**src/cpu_macros.svh**
```systemverilog
`ifndef CPU_MACROS_SVH
`define CPU_MACROS_SVH

`define CPU_WORD_W   16
`define CPU_ADDR_W   8
`define CPU_NREGS    8
// First instruction fetch address
`define CPU_RESET_PC 0

`endif

```
**src/cpu_pkg.sv**
```systemverilog
`include "cpu_macros.svh"

package cpu_pkg;

  typedef logic [`CPU_WORD_W-1:0] word_t;
  typedef logic [`CPU_ADDR_W-1:0] addr_t;
  typedef logic [$clog2(`CPU_NREGS)-1:0] reg_idx_t;

  // Bit layout 15..13 opcode, 12..11 op, 10..8 rn, 7..5 rd, 4..3 shift, 2..0 rm
  typedef struct packed {
    logic [2:0] opcode;
    logic [1:0] op;
    reg_idx_t   rn;
    reg_idx_t   rd;
    logic [1:0] shift;
    reg_idx_t   rm;
  } instr_t;

  typedef struct packed {
    logic z;
    logic n;
    logic v;
  } flags_t;

  typedef enum logic [1:0] {
    WB_C     = 2'b00,
    WB_IMM8  = 2'b10,
    WB_MDATA = 2'b11
  } wb_sel_t;

  typedef enum logic [1:0] {
    RF_RM = 2'b00,
    RF_RD = 2'b01,
    RF_RN = 2'b10
  } reg_field_t;

  typedef enum logic [4:0] {
    S_RESET, S_FETCH, S_DECODE, S_LOAD_A, S_LOAD_B, S_ALU, S_PASS_B, S_ADDR_CALC,
    S_STATUS, S_WRITE_CONST, S_WRITEBACK, S_DAR, S_MEM_READ, S_MEM_WRITE,
    S_WRITE_MDATA, S_NEXT, S_HALT
  } ctrl_state_t;

  localparam logic [2:0] OPC_MOV = 3'b110;
  localparam logic [2:0] OPC_ALU = 3'b101;
  localparam logic [2:0] OPC_LDR = 3'b011;
  localparam logic [2:0] OPC_STR = 3'b100;

  localparam logic [1:0] OP_MOV_IMM = 2'b10;
  localparam logic [1:0] OP_MOV_REG = 2'b00;
  localparam logic [1:0] OP_MEM     = 2'b00;
  localparam logic [1:0] OP_ADD     = 2'b00;
  localparam logic [1:0] OP_CMP     = 2'b01;
  localparam logic [1:0] OP_AND     = 2'b10;
  localparam logic [1:0] OP_MVN     = 2'b11;

endpackage

```
**src/dp_ctrl_if.sv**
```systemverilog
`timescale 1ns/1ps

interface dp_ctrl_if;
  import cpu_pkg::*;

  reg_field_t reg_field;
  wb_sel_t    wb_sel;
  logic       w_en;
  logic       en_a;
  logic       en_b;
  logic       en_c;
  // A forced to zero, imm5 in place of B
  logic       sel_a;
  logic       sel_b;
  logic       en_status;

  modport control (
    output reg_field, wb_sel, w_en, en_a, en_b, en_c, sel_a, sel_b, en_status
  );

  modport datapath (
    input reg_field, wb_sel, w_en, en_a, en_b, en_c, sel_a, sel_b, en_status
  );

endinterface

```
**src/bus_ctrl_if.sv**
```systemverilog
`timescale 1ns/1ps

interface bus_ctrl_if;
  import cpu_pkg::*;

  // go is held until done pulses
  logic   go;
  logic   we;
  logic   use_data_addr;
  logic   load_pc;
  logic   load_addr;
  logic   done;
  instr_t ir;

  modport control (output go, we, use_data_addr, load_pc, load_addr, input done, ir);

  modport bus (input go, we, use_data_addr, load_pc, load_addr, output done, ir);

endinterface

```
**src/bus_master.sv**
```systemverilog
`timescale 1ns/1ps
`include "cpu_macros.svh"

module bus_master (
  input  logic           clk,
  input  logic           rst_n,
  bus_ctrl_if.bus        bus,
  input  cpu_pkg::word_t addr_src,
  input  cpu_pkg::word_t store_data,
  output logic           mem_req,
  output logic           mem_we,
  output cpu_pkg::addr_t mem_addr,
  output cpu_pkg::word_t mem_wdata,
  input  logic           mem_ack,
  input  cpu_pkg::word_t mem_rdata,
  output cpu_pkg::word_t mdata
);
  import cpu_pkg::*;

  typedef enum logic [1:0] {B_IDLE, B_REQ, B_RELEASE, B_DONE} bus_state_t;

  bus_state_t state;
  addr_t      pc;
  addr_t      dar;

  assign bus.done = (state == B_DONE);

  // Four-phase handshake
  always_ff @(posedge clk) begin
    if (rst_n) begin
      state   <= B_IDLE;
      mem_req <= 1'b0;
      mem_we  <= 1'b0;
    end else begin
      case (state)
        B_IDLE: begin
          if (bus.go) begin
            mem_req <= 1'b1;
            mem_we  <= bus.we;
            state   <= B_REQ;
          end
        end
        B_REQ: begin
          if (mem_ack) begin
            mem_req <= 1'b0;
            mem_we  <= 1'b0;
            state   <= B_RELEASE;
          end
        end
        // Wait for ack to return low
        B_RELEASE: begin
          if (!mem_ack) begin
            state <= B_DONE;
          end
        end
        default: state <= B_IDLE;
      endcase
    end
  end

  always_ff @(posedge clk) begin
    if (state == B_IDLE && bus.go) begin
      mem_addr  <= bus.use_data_addr ? dar : pc;
      mem_wdata <= store_data;
    end
    // Read data is valid while ack is high
    if (state == B_REQ && mem_ack && !mem_we) begin
      if (bus.use_data_addr) begin
        mdata <= mem_rdata;
      end else begin
        bus.ir <= instr_t'(mem_rdata);
      end
    end
    if (bus.load_addr) begin
      dar <= addr_src[`CPU_ADDR_W-1:0];
    end
  end

  always_ff @(posedge clk) begin
    if (rst_n) begin
      pc <= addr_t'(`CPU_RESET_PC);
    end else if (bus.load_pc) begin
      pc <= pc + 1'b1;
    end
  end

endmodule

```
**src/control_fsm.sv**
```systemverilog
`timescale 1ns/1ps

module control_fsm (
  input  logic        clk,
  input  logic        rst_n,
  dp_ctrl_if.control  ctl,
  bus_ctrl_if.control bus,
  output logic        halted
);
  import cpu_pkg::*;

  ctrl_state_t state;
  ctrl_state_t next_state;
  instr_t      ir;
  logic        is_mov_imm;
  logic        is_mov_reg;
  logic        is_alu;
  logic        is_cmp;
  logic        is_mvn;
  logic        is_ldr;
  logic        is_str;

  assign ir         = bus.ir;
  assign is_mov_imm = (ir.opcode == OPC_MOV) && (ir.op == OP_MOV_IMM);
  assign is_mov_reg = (ir.opcode == OPC_MOV) && (ir.op == OP_MOV_REG);
  assign is_alu     = (ir.opcode == OPC_ALU);
  assign is_cmp     = is_alu && (ir.op == OP_CMP);
  assign is_mvn     = is_alu && (ir.op == OP_MVN);
  assign is_ldr     = (ir.opcode == OPC_LDR) && (ir.op == OP_MEM);
  assign is_str     = (ir.opcode == OPC_STR) && (ir.op == OP_MEM);

  always_ff @(posedge clk) begin
    if (rst_n) begin
      state  <= S_RESET;
      halted <= 1'b0;
    end else begin
      state <= next_state;
      if (state == S_HALT) begin
        halted <= 1'b1;
      end
    end
  end

  always_comb begin
    next_state = state;
    case (state)
      S_RESET:  next_state = S_FETCH;
      S_FETCH:  next_state = bus.done ? S_DECODE : S_FETCH;
      S_DECODE: begin
        if (is_mov_imm) begin
          next_state = S_WRITE_CONST;
        end else if (is_mov_reg || is_mvn) begin
          next_state = S_LOAD_B;
        end else if (is_alu || is_ldr || is_str) begin
          next_state = S_LOAD_A;
        end else begin
          // HALT and every unknown encoding
          next_state = S_HALT;
        end
      end
      S_LOAD_A: next_state = (is_ldr || is_str) ? S_ADDR_CALC : S_LOAD_B;
      S_LOAD_B: begin
        if (is_mov_reg) begin
          next_state = S_PASS_B;
        end else if (is_cmp) begin
          next_state = S_STATUS;
        end else begin
          next_state = S_ALU;
        end
      end
      S_ALU:         next_state = S_WRITEBACK;
      S_PASS_B:      next_state = S_WRITEBACK;
      S_ADDR_CALC:   next_state = S_DAR;
      S_DAR:         next_state = is_str ? S_MEM_WRITE : S_MEM_READ;
      S_MEM_READ:    next_state = bus.done ? S_WRITE_MDATA : S_MEM_READ;
      S_MEM_WRITE:   next_state = bus.done ? S_NEXT : S_MEM_WRITE;
      S_STATUS:      next_state = S_NEXT;
      S_WRITE_CONST: next_state = S_NEXT;
      S_WRITEBACK:   next_state = S_NEXT;
      S_WRITE_MDATA: next_state = S_NEXT;
      S_NEXT:        next_state = S_FETCH;
      S_HALT:        next_state = S_HALT;
      default:       next_state = S_RESET;
    endcase
  end

  always_comb begin
    ctl.reg_field     = RF_RM;
    ctl.wb_sel        = WB_C;
    ctl.w_en          = 1'b0;
    ctl.en_a          = 1'b0;
    ctl.en_b          = 1'b0;
    ctl.en_c          = 1'b0;
    ctl.sel_a         = 1'b0;
    ctl.sel_b         = 1'b0;
    ctl.en_status     = 1'b0;
    bus.go            = 1'b0;
    bus.we            = 1'b0;
    bus.use_data_addr = 1'b0;
    bus.load_pc       = 1'b0;
    bus.load_addr     = 1'b0;
    case (state)
      S_FETCH: bus.go = 1'b1;
      S_LOAD_A: begin
        ctl.reg_field = RF_RN;
        ctl.en_a      = 1'b1;
      end
      S_LOAD_B: begin
        ctl.reg_field = RF_RM;
        ctl.en_b      = 1'b1;
      end
      S_ALU: ctl.en_c = 1'b1;
      S_PASS_B: begin
        ctl.sel_a = 1'b1;
        ctl.en_c  = 1'b1;
      end
      // Base plus imm5
      S_ADDR_CALC: begin
        ctl.sel_b = 1'b1;
        ctl.en_c  = 1'b1;
      end
      S_STATUS: ctl.en_status = 1'b1;
      S_WRITE_CONST: begin
        ctl.reg_field = RF_RN;
        ctl.wb_sel    = WB_IMM8;
        ctl.w_en      = 1'b1;
      end
      S_WRITEBACK: begin
        ctl.reg_field = RF_RD;
        ctl.wb_sel    = WB_C;
        ctl.w_en      = 1'b1;
      end
      S_WRITE_MDATA: begin
        ctl.reg_field = RF_RD;
        ctl.wb_sel    = WB_MDATA;
        ctl.w_en      = 1'b1;
      end
      S_DAR: bus.load_addr = 1'b1;
      S_MEM_READ: begin
        bus.go            = 1'b1;
        bus.use_data_addr = 1'b1;
      end
      S_MEM_WRITE: begin
        bus.go            = 1'b1;
        bus.we            = 1'b1;
        bus.use_data_addr = 1'b1;
      end
      S_NEXT: bus.load_pc = 1'b1;
      default: ;
    endcase
  end

endmodule

```
**src/datapath.sv**
```systemverilog
`timescale 1ns/1ps
`include "cpu_macros.svh"

module datapath (
  input  logic            clk,
  input  logic            rst_n,
  dp_ctrl_if.datapath     ctl,
  input  cpu_pkg::instr_t ir,
  input  cpu_pkg::word_t  mdata,
  output cpu_pkg::word_t  c_out,
  output cpu_pkg::word_t  rd_data,
  output cpu_pkg::flags_t flags
);
  import cpu_pkg::*;

  localparam int MSB = `CPU_WORD_W - 1;

  word_t      regs [`CPU_NREGS];
  reg_idx_t   rf_idx;
  word_t      rf_rdata;
  word_t      wb_data;
  word_t      sximm8;
  word_t      sximm5;
  word_t      a_q;
  word_t      b_q;
  word_t      c_q;
  word_t      alu_a;
  word_t      alu_b;
  word_t      alu_y;
  logic [1:0] alu_op;

  assign sximm8 = {{(`CPU_WORD_W-8){ir.rd[2]}}, ir.rd, ir.shift, ir.rm};
  assign sximm5 = {{(`CPU_WORD_W-5){ir.shift[1]}}, ir.shift, ir.rm};

  always_comb begin
    case (ctl.reg_field)
      RF_RN:   rf_idx = ir.rn;
      RF_RD:   rf_idx = ir.rd;
      default: rf_idx = ir.rm;
    endcase
  end

  always_comb begin
    case (ctl.wb_sel)
      WB_C:     wb_data = c_q;
      WB_IMM8:  wb_data = sximm8;
      WB_MDATA: wb_data = mdata;
      default:  wb_data = c_q;
    endcase
  end

  assign rf_rdata = regs[rf_idx];
  assign rd_data  = regs[ir.rd];

  always_ff @(posedge clk) begin
    if (ctl.w_en) begin
      regs[rf_idx] <= wb_data;
    end
    if (ctl.en_a) begin
      a_q <= rf_rdata;
    end
    if (ctl.en_b) begin
      b_q <= rf_rdata;
    end
    if (ctl.en_c) begin
      c_q <= alu_y;
    end
  end

  // Moves and memory addressing always add
  assign alu_op = (ir.opcode == OPC_ALU) ? ir.op : OP_ADD;
  assign alu_a  = ctl.sel_a ? '0 : a_q;
  assign alu_b  = ctl.sel_b ? sximm5 : b_q;

  always_comb begin
    case (alu_op)
      OP_ADD:  alu_y = alu_a + alu_b;
      OP_CMP:  alu_y = alu_a - alu_b;
      OP_AND:  alu_y = alu_a & alu_b;
      OP_MVN:  alu_y = ~alu_b;
      default: alu_y = '0;
    endcase
  end

  // Signed overflow of A minus B
  always_ff @(posedge clk) begin
    if (rst_n) begin
      flags <= '0;
    end else if (ctl.en_status) begin
      flags.z <= (alu_y == '0);
      flags.n <= alu_y[MSB];
      flags.v <= (alu_a[MSB] ^ alu_b[MSB]) & (alu_y[MSB] ^ alu_a[MSB]);
    end
  end

  assign c_out = c_q;

endmodule

```
**src/cpu_top.sv**
```systemverilog
`timescale 1ns/1ps

module cpu_top (
  input  logic            clk,
  input  logic            rst_n,
  output logic            mem_req,
  output logic            mem_we,
  output cpu_pkg::addr_t  mem_addr,
  output cpu_pkg::word_t  mem_wdata,
  input  logic            mem_ack,
  input  cpu_pkg::word_t  mem_rdata,
  output logic            halted,
  output cpu_pkg::flags_t flags
);
  import cpu_pkg::*;

  word_t c_out;
  word_t rd_data;
  word_t mdata;

  dp_ctrl_if  dp_if ();
  bus_ctrl_if bus_if ();

  bus_master u_bus (
    .clk        (clk),
    .rst_n      (rst_n),
    .bus        (bus_if.bus),
    .addr_src   (c_out),
    .store_data (rd_data),
    .mem_req    (mem_req),
    .mem_we     (mem_we),
    .mem_addr   (mem_addr),
    .mem_wdata  (mem_wdata),
    .mem_ack    (mem_ack),
    .mem_rdata  (mem_rdata),
    .mdata      (mdata)
  );

  control_fsm u_ctrl (
    .clk    (clk),
    .rst_n  (rst_n),
    .ctl    (dp_if.control),
    .bus    (bus_if.control),
    .halted (halted)
  );

  datapath u_dp (
    .clk     (clk),
    .rst_n   (rst_n),
    .ctl     (dp_if.datapath),
    .ir      (bus_if.ir),
    .mdata   (mdata),
    .c_out   (c_out),
    .rd_data (rd_data),
    .flags   (flags)
  );

endmodule

```
**config.mk**
```make
export PLATFORM = sky130hd
export DESIGN_NAME = cpu_top
export DESIGN_NICKNAME = d
export VERILOG_FILES = /design/src/cpu_pkg.sv /design/src/dp_ctrl_if.sv /design/src/bus_ctrl_if.sv /design/src/bus_master.sv /design/src/control_fsm.sv /design/src/datapath.sv /design/src/cpu_top.sv
export VERILOG_INCLUDE_DIRS = /design/src
export SDC_FILE = /design/constraint.sdc
export NUM_CORES = 1
export LEC_CHECK = 0
export ABC_AREA = 1
export BUFFER_PORTS_ARGS = -buffer_cell sky130_fd_sc_hd__buf_4
export CORE_ASPECT_RATIO = 0.6
export CORE_UTILIZATION = 52
export CTS_CLUSTER_DIAMETER = 200
export DETAILED_ROUTE_END_ITERATION = 7
export PLACE_DENSITY = 0.69
export SYNTH_ARGS = -nofsm -noshare
export SYNTH_HDL_FRONTEND = slang
export SYNTH_HIERARCHICAL = 1
export SYNTH_SLANG_ARGS = --single-unit
```
**constraint.sdc**
```tcl
create_clock -name clk -period 4.5 [get_ports clk]
set_input_delay 0.45 -clock clk [delete_from_list [all_inputs] [get_ports clk]]
set_output_delay 0.45 -clock clk [all_outputs]
set_load 0.01 [all_outputs]
```
==> impl_results.md, run 1 <==
* CP Launch Type: flop
* Synthesized area per cell at 9.272 µm²
* GR Overflow Total at 0
* GR Util All Layers at 0.2729
* Die width at 207.4 µm
* WHS at 0.08861 ns
* Placed cell area at 0.01398 mm²
* Worst Setup End Kind: flop
* Syn_nets at 1,466
* WP data required at between 4 and 5 ns
* Antenna Nets Post-Route at 0
* CTS tree: built
* Status: completed
* Crit-path most repeated cell: nand2_1
* Max Cap Violations at 0
* Grt met1 use at 0.4480
* Initial Utilization at 0.5370
* Peak fanout along the critical path at 10
* Slowest-stage cell, CP: dfxtp_1
* Max Fclk at between 200 and 250 MHz
* Hold crit path type: input port to flop
* RSZ-0062 raised after global routing: false
* Layout cells sized above 1 at 0.1043
* Max rail drop VDD at 346.0 µV
* Storage element area at 0.007629 mm²
* Synth async-reset ratio at 0
* CTS max path bufs at 3
* Met2 GRT Util at 0.3630
* Clock Root Buffer: clkbuf_16
* Simple-gate area share of the yosys netlist at 0.1789
* GR Layer Usage met3 at 0.06255
* Total power at 5.934 mW
* Slew of the pin with the lowest slew margin at 1.120 ns
* Adder-cell share of the synthesized area at 0.02720
* Mux contribution to synthesized area at 0
* Sequential fraction of the synthesis area at 0.5797
* Clk slew on worst S/H paths at about 0.070 ns
* CP top delay family: simple AND/OR/NAND/NOR gates
* CTS Buf Count at 25
* Final setup violation count at 0
* 1st-pass router iterations at 5
* Worst path max stage delay at 0.33 ns
* Top_reg_cell synth: edfxtp_1
* Row Count at 44
* I/O Buffers at 48
* Final wirelength at 35,430 µm
* ANT cells at 0
* Via/cell ratio at 5.805
* GPL Wtd Cong at 0.9636
* Post-Syn Area at between 0.01 and 0.015 mm²
* Seq cells post-synth at 261
* Largest net degree at the start of global routing at 67
* Drt wl/cell at between 15 and 20 µm
* Syn. warnings at 6
* Final cell count without fillers at approximately 1,800
* H-tree levels at 1
* Min Tclk post-route at ~4.1 ns
* Complex-gate fraction of the synthesized area at 0.1341
* Placed insts at around 1,800
* Gate Count Post-Synth at 1,419
* Layout Nets at 1,526
* Static Leak at 6.036 nW
* Setup Crit Path Kind: flop to flop
* Largest family of logic cells by synthesized area: simple AND/OR/NAND/NOR gates
* Synth Area in XOR/XNOR at 0.009986
* Final Max Slew Viols at 0
* Die ar. at 0.02596 mm²
* Worst slack at placement at about 0.21 ns
* CORE AREA at 0.02450 mm²
* CP arrival at 4.50 ns
* Die Ht at ~130 µm
* Post-route cell area at 0.01472 mm²
* Pwr dens at about 400 mW/mm²
* Area Growth Syn to Fin at 11.87%
* Initial DRC Count at 1,544
* Clk_skew at 0.02252 ns
* Initial antenna violation count at 0
* Multi-input gate area at 0.004636 mm²
* Later-pin clock latency in the skew report at approximately 0.54 ns
* Final WS setup at 0.4303 ns
* Most used routing layer in global routing: met1
* DRC viols at 0
* WP buf/inv at 3
* Via count at 10,550
* Post-CTS Setup Bufs at 0
* Number of flops mapped to enable cells by yosys at 240
* First-pass GRT wire length at 54,170 µm
* I/O Pins at 49
* Count of cell types in the netlist at 44
* Final Cycle Share at 0.9044
* Final hold viol count at 0
* Final HPWL DP at 24,990 µm
* Clk sinks at approximately 260
* # fillers at 2,098
* Post-layout util at 0.6008
* Vias in the first global route at 9,450
* Relative slew slack at 0.2523
* Sum of negative setup slack at 0 ns
[power by group]
group          switching (mW)  internal (mW)  total, mW
combinational           0.786          0.357       1.14
clock                   0.898           1.02       1.92
sequential             0.0635           2.81       2.87
total                    1.75           4.19       5.93
[layout by cell type (no fill, tap or decap), types with 8 or more instances in the layout]
cell,n
dfxtp_1,20
nand2_1,235
inv_2,8
nand3b_1,8
clkbuf_16,25
o21ai_0,144
nand3_1,92
inv_1,176
edfxtp_1,240
clkinv_1,8
nand2_2,9
nor2_1,133
xor2_1,10
ha_1,27
nand4_1,26
buf_4,85
a31oi_1,23
a21oi_1,157
[what timing repair did]
action / in CTS / in global routing
hold buffers: 0 / 0
setup endpoints to repair: 0 / 4
resized for setup: 0 / 7
[path summary, 6_finish.rpt]
check,end,cells after the start,slack (ns),startpoint
worst max-delay path,u_dp/flags[0],26,0.43,u_ctrl/state[4]
worst min-delay path,u_bus/mdata[8],1,0.09,mem_rdata[8]
worst max register to register,u_dp/flags[0],26,0.43,u_ctrl/state[4]
worst min register to register,u_ctrl/halted,2,0.46,u_ctrl/halted
[final cells by class]
cell class                      count  area share
Inverter                          187     0.04769
Sequential cell                   261      0.5183
Clock inverter                     13    0.004251
Tap cell                          322     0.02737
Timing Repair Buffer               85     0.04336
Multi-Input combinational cell    919      0.3150
Clock buffer                       31     0.04404
[state kept, by name (all words and copies together) (netlist names)]
register,flops
u_bus/state,2
u_bus/mdata,16
u_dp/a_q,16
u_bus/mem_we,1
u_dp/regs,128
u_bus/mem_req,1
u_bus/pc,8
u_dp/flags,3
u_bus/dar,8
u_bus/mem_wdata,16
u_ctrl/state,5
u_ctrl/halted,1
u_dp/c_out,16
u_dp/b_q,16
u_bus/mem_addr,8
u_bus/bus.ir,16
[kinds of logic after synthesis]
group           after synthesis
xor+xnor                     15
compound gates              340
fa+ha+maj                    28
simple gates                536
flops                       261
buf+inv                     239
[synth_stat cells (21+ instances only)]
cell      count  share of area
o21ai_0     146          0.056
nor2_1      135          0.039
nand2_1     236          0.067
edfxtp_1    240           0.55
ha_1         27          0.026
clkbuf_1     40          0.011
nand3_1      93          0.035
a21oi_1     157          0.060
dfxtp_1      21          0.032
nand4_1      26          0.012
inv_1       176          0.050
a31oi_1      23          0.011
[metal layers]
layer | wire, µm | part of all wire
met1 | 17080 | 0.48
met2 | 13650 | 0.39
met3 | 4116 | 0.12
met4 | 583 | 0.016
met5 | 0 | 0
Power figures use the tool's default switching activity.
==> run 2: changes to the inputs <==
- CELL_PAD_IN_SITES_DETAIL_PLACEMENT: not set -> 1
- CELL_PAD_IN_SITES_GLOBAL_PLACEMENT: not set -> 1
- CORE_UTILIZATION: 52 -> 49
- PLACE_DENSITY: 0.69 -> not set
- PLACE_DENSITY_LB_ADDON: not set -> 0.1
==> run 2 against run 1 <==
Compared with the run above:
- register-to-register slack lost 0.19 ns
- global-route usage grew 3.7 points
- clock-buffer cell count grew 3
- via count grew 3.0%
- sequential cell count is the same
- fmax shrank 4.5%
- critical endpoint is now u_dp/flags[2]
==> impl_results.md, run 2 (synthesis results as in run 1) <==
* Final setup violation count at 0
* Later-pin clock latency in the skew report at 0.55 ns
* Pwr dens at between 400 and 500 mW/mm²
* Vias in the first global route at 11,120
* CP arrival at 4.75 ns
* CP top delay family: simple AND/OR/NAND/NOR gates
* Drt wl/cell at 22.49 µm
* Peak fanout along the critical path at 6
* Met2 GRT Util at 0.4616
* Max rail drop VDD at between 300 and 400 µV
* Clk sinks at ~260
* Gate power share at 0.195
* Most used routing layer in global routing: met1
* Final WS setup at approximately 0.24 ns
* Max Cap Violations at 0
* Via/cell ratio at 5.828
* Die width at 213.5 µm
* Static Leak at between 6 and 7 nW
* Hold crit path type: input port to flop
* Largest Register: u_dp/regs
* GR Layer Usage met3 at 0.05150
* Worst Setup End Kind: flop
* Most common cell after layout, fill and taps aside: edfxtp_1
* 1st-pass router iterations at 5
* I/O Pins at 49
* Internal at 4.331 mW
* Final hold viol count at 0
* I/O Buffers at 48
* GR Overflow Total at 0
* Post-layout util at 0.5641
* CORE AREA at roughly 0.026 mm²
* GR Util All Layers at 0.3096
* Final wirelength at about 42,000 µm
* Max Fclk at 234.5 MHz
* Initial Utilization at 0.4980
* Final Max Slew Viols at 0
* WP data required at 4.98 ns
* Initial DRC Count at 1,048
* DRC viols at 0
* Most frequent cells in the layout: edfxtp_1, nand2_1, inv_1
* GPL Wtd Cong at 0.8767
* CTS max path bufs at 3
* Crit path cell chain: nand3_4 > nor2_4 > nand2_1 > o21ai_1 > ha_1 > inv_1 > nor3_2 > nand3_2 > nor3_4 > nand3_1 > o31ai_2 > xor2_1 > ha_1 > a21oi_2 > nor2_1 > nor2b_1 > nand2_1 > a21oi_1 > nand3_1 > nand3_2 > nand3_1 > nor2_1 > nand2_1 > a21oi_1
* Antenna Nets Post-Route at 0
* CP Launch Type: flop
* Max reg flops at 128
* NetSw at approximately 1.9 mW
* Clk slew on worst S/H paths at roughly 0.06 ns
* Status: completed
* WP buf/inv at 1
* Row Count at 46
* H-tree levels at 1
* Clock power frac at 0.341
* Clk_skew at slightly above 0.007 ns
* Worst slack at placement at 0.03876 ns
* Switching share of power at 0.3016
* Final Cycle Share at 0.9475
* Slew of the pin with the lowest slew margin at roughly 1.2 ns
* Post-route cell area at 0.01490 mm²
* Layout Nets at 1,532
* ANT cells at 0
* Initial antenna violation count at 0
* Layout cells sized above 1 at 0.1090
* Slowest-stage cell, CP: dfxtp_1
* Largest net degree at the start of global routing at 66
* Die Ht at 128.9 µm
* Min Tclk post-route at 4.264 ns
* CTS Hold Bufs at 0
* Area Growth Syn to Fin at 13.27%
* Sum of negative setup slack at 0 ns
* First-pass GRT wire length at 63,760 µm
* Final HPWL DP at between 30,000 and 40,000 µm
* Die ar. at 0.02753 mm²
* CTS Buf Count at 27
* WHS at roughly 0.08 ns
* Flop pwr share at 0.464
* Via count at 10,870
* Setup Crit Path Kind: flop to flop
* CTS tree: built
* Worst path max stage delay at 0.48 ns
* Grt met1 use at 0.4704
* Clock Root Buffer: clkbuf_16
* Relative slew slack at 0.2314
* Placed cell area at 0.01406 mm²
-- run 2: power by group through the flow --
stage               logic [mW]  clock network, mW  registers (mW)
CTS                       1.19               2.14            2.88
detailed placement        1.18                  0            2.93
global route              1.32               2.22            2.89
global placement          1.13                  0            2.92
floorplan                0.674                  0            2.94
finish                    1.21               2.12            2.88
-- run 2: final timing paths --
path / from / endpoint / slack (ns) / depth (start not counted)
worst max-delay path: u_ctrl/state[2] / u_dp/flags[2] / 0.24 / 24
worst min-delay path: mem_rdata[2] / u_bus/mdata[2] / 0.08 / 1
worst max register to register: u_ctrl/state[2] / u_dp/flags[2] / 0.24 / 24
worst min register to register: u_ctrl/halted / u_ctrl/halted / 0.48 / 2
-- run 2: area by class of cell --
type	instances	area, µm²
Inverter	187	704.4
Timing Repair Buffer	89	668.1
Clock buffer	34	701.9
Clock inverter	15	103.9
Fill cell	3003	11520
Multi-Input combinational cell	919	4644
Tap cell	360	450.4
Sequential cell	261	7629
-- run 2: repair_timing --
action                     CTS  global route
buffers inserted             0             0
setup endpoints to repair    1             5
gates resized for setup      1             9
-- run 2: layer usage --
layer	vias to the layer above	part of all wire
met5	-	0
met4	0	0.022
met1	5406	0.48
met2	386	0.43
met3	67	0.074
li1	5011	-
-- run 2: through the flow --
step	cells	power, mW
2_1_floorplan	1419	3.616
3_3_place_gp	1816	4.055
3_5_place_dp	1816	4.103
4_1_cts	1865	6.211
5_1_grt	1865	6.427
6_report	1865	6.201
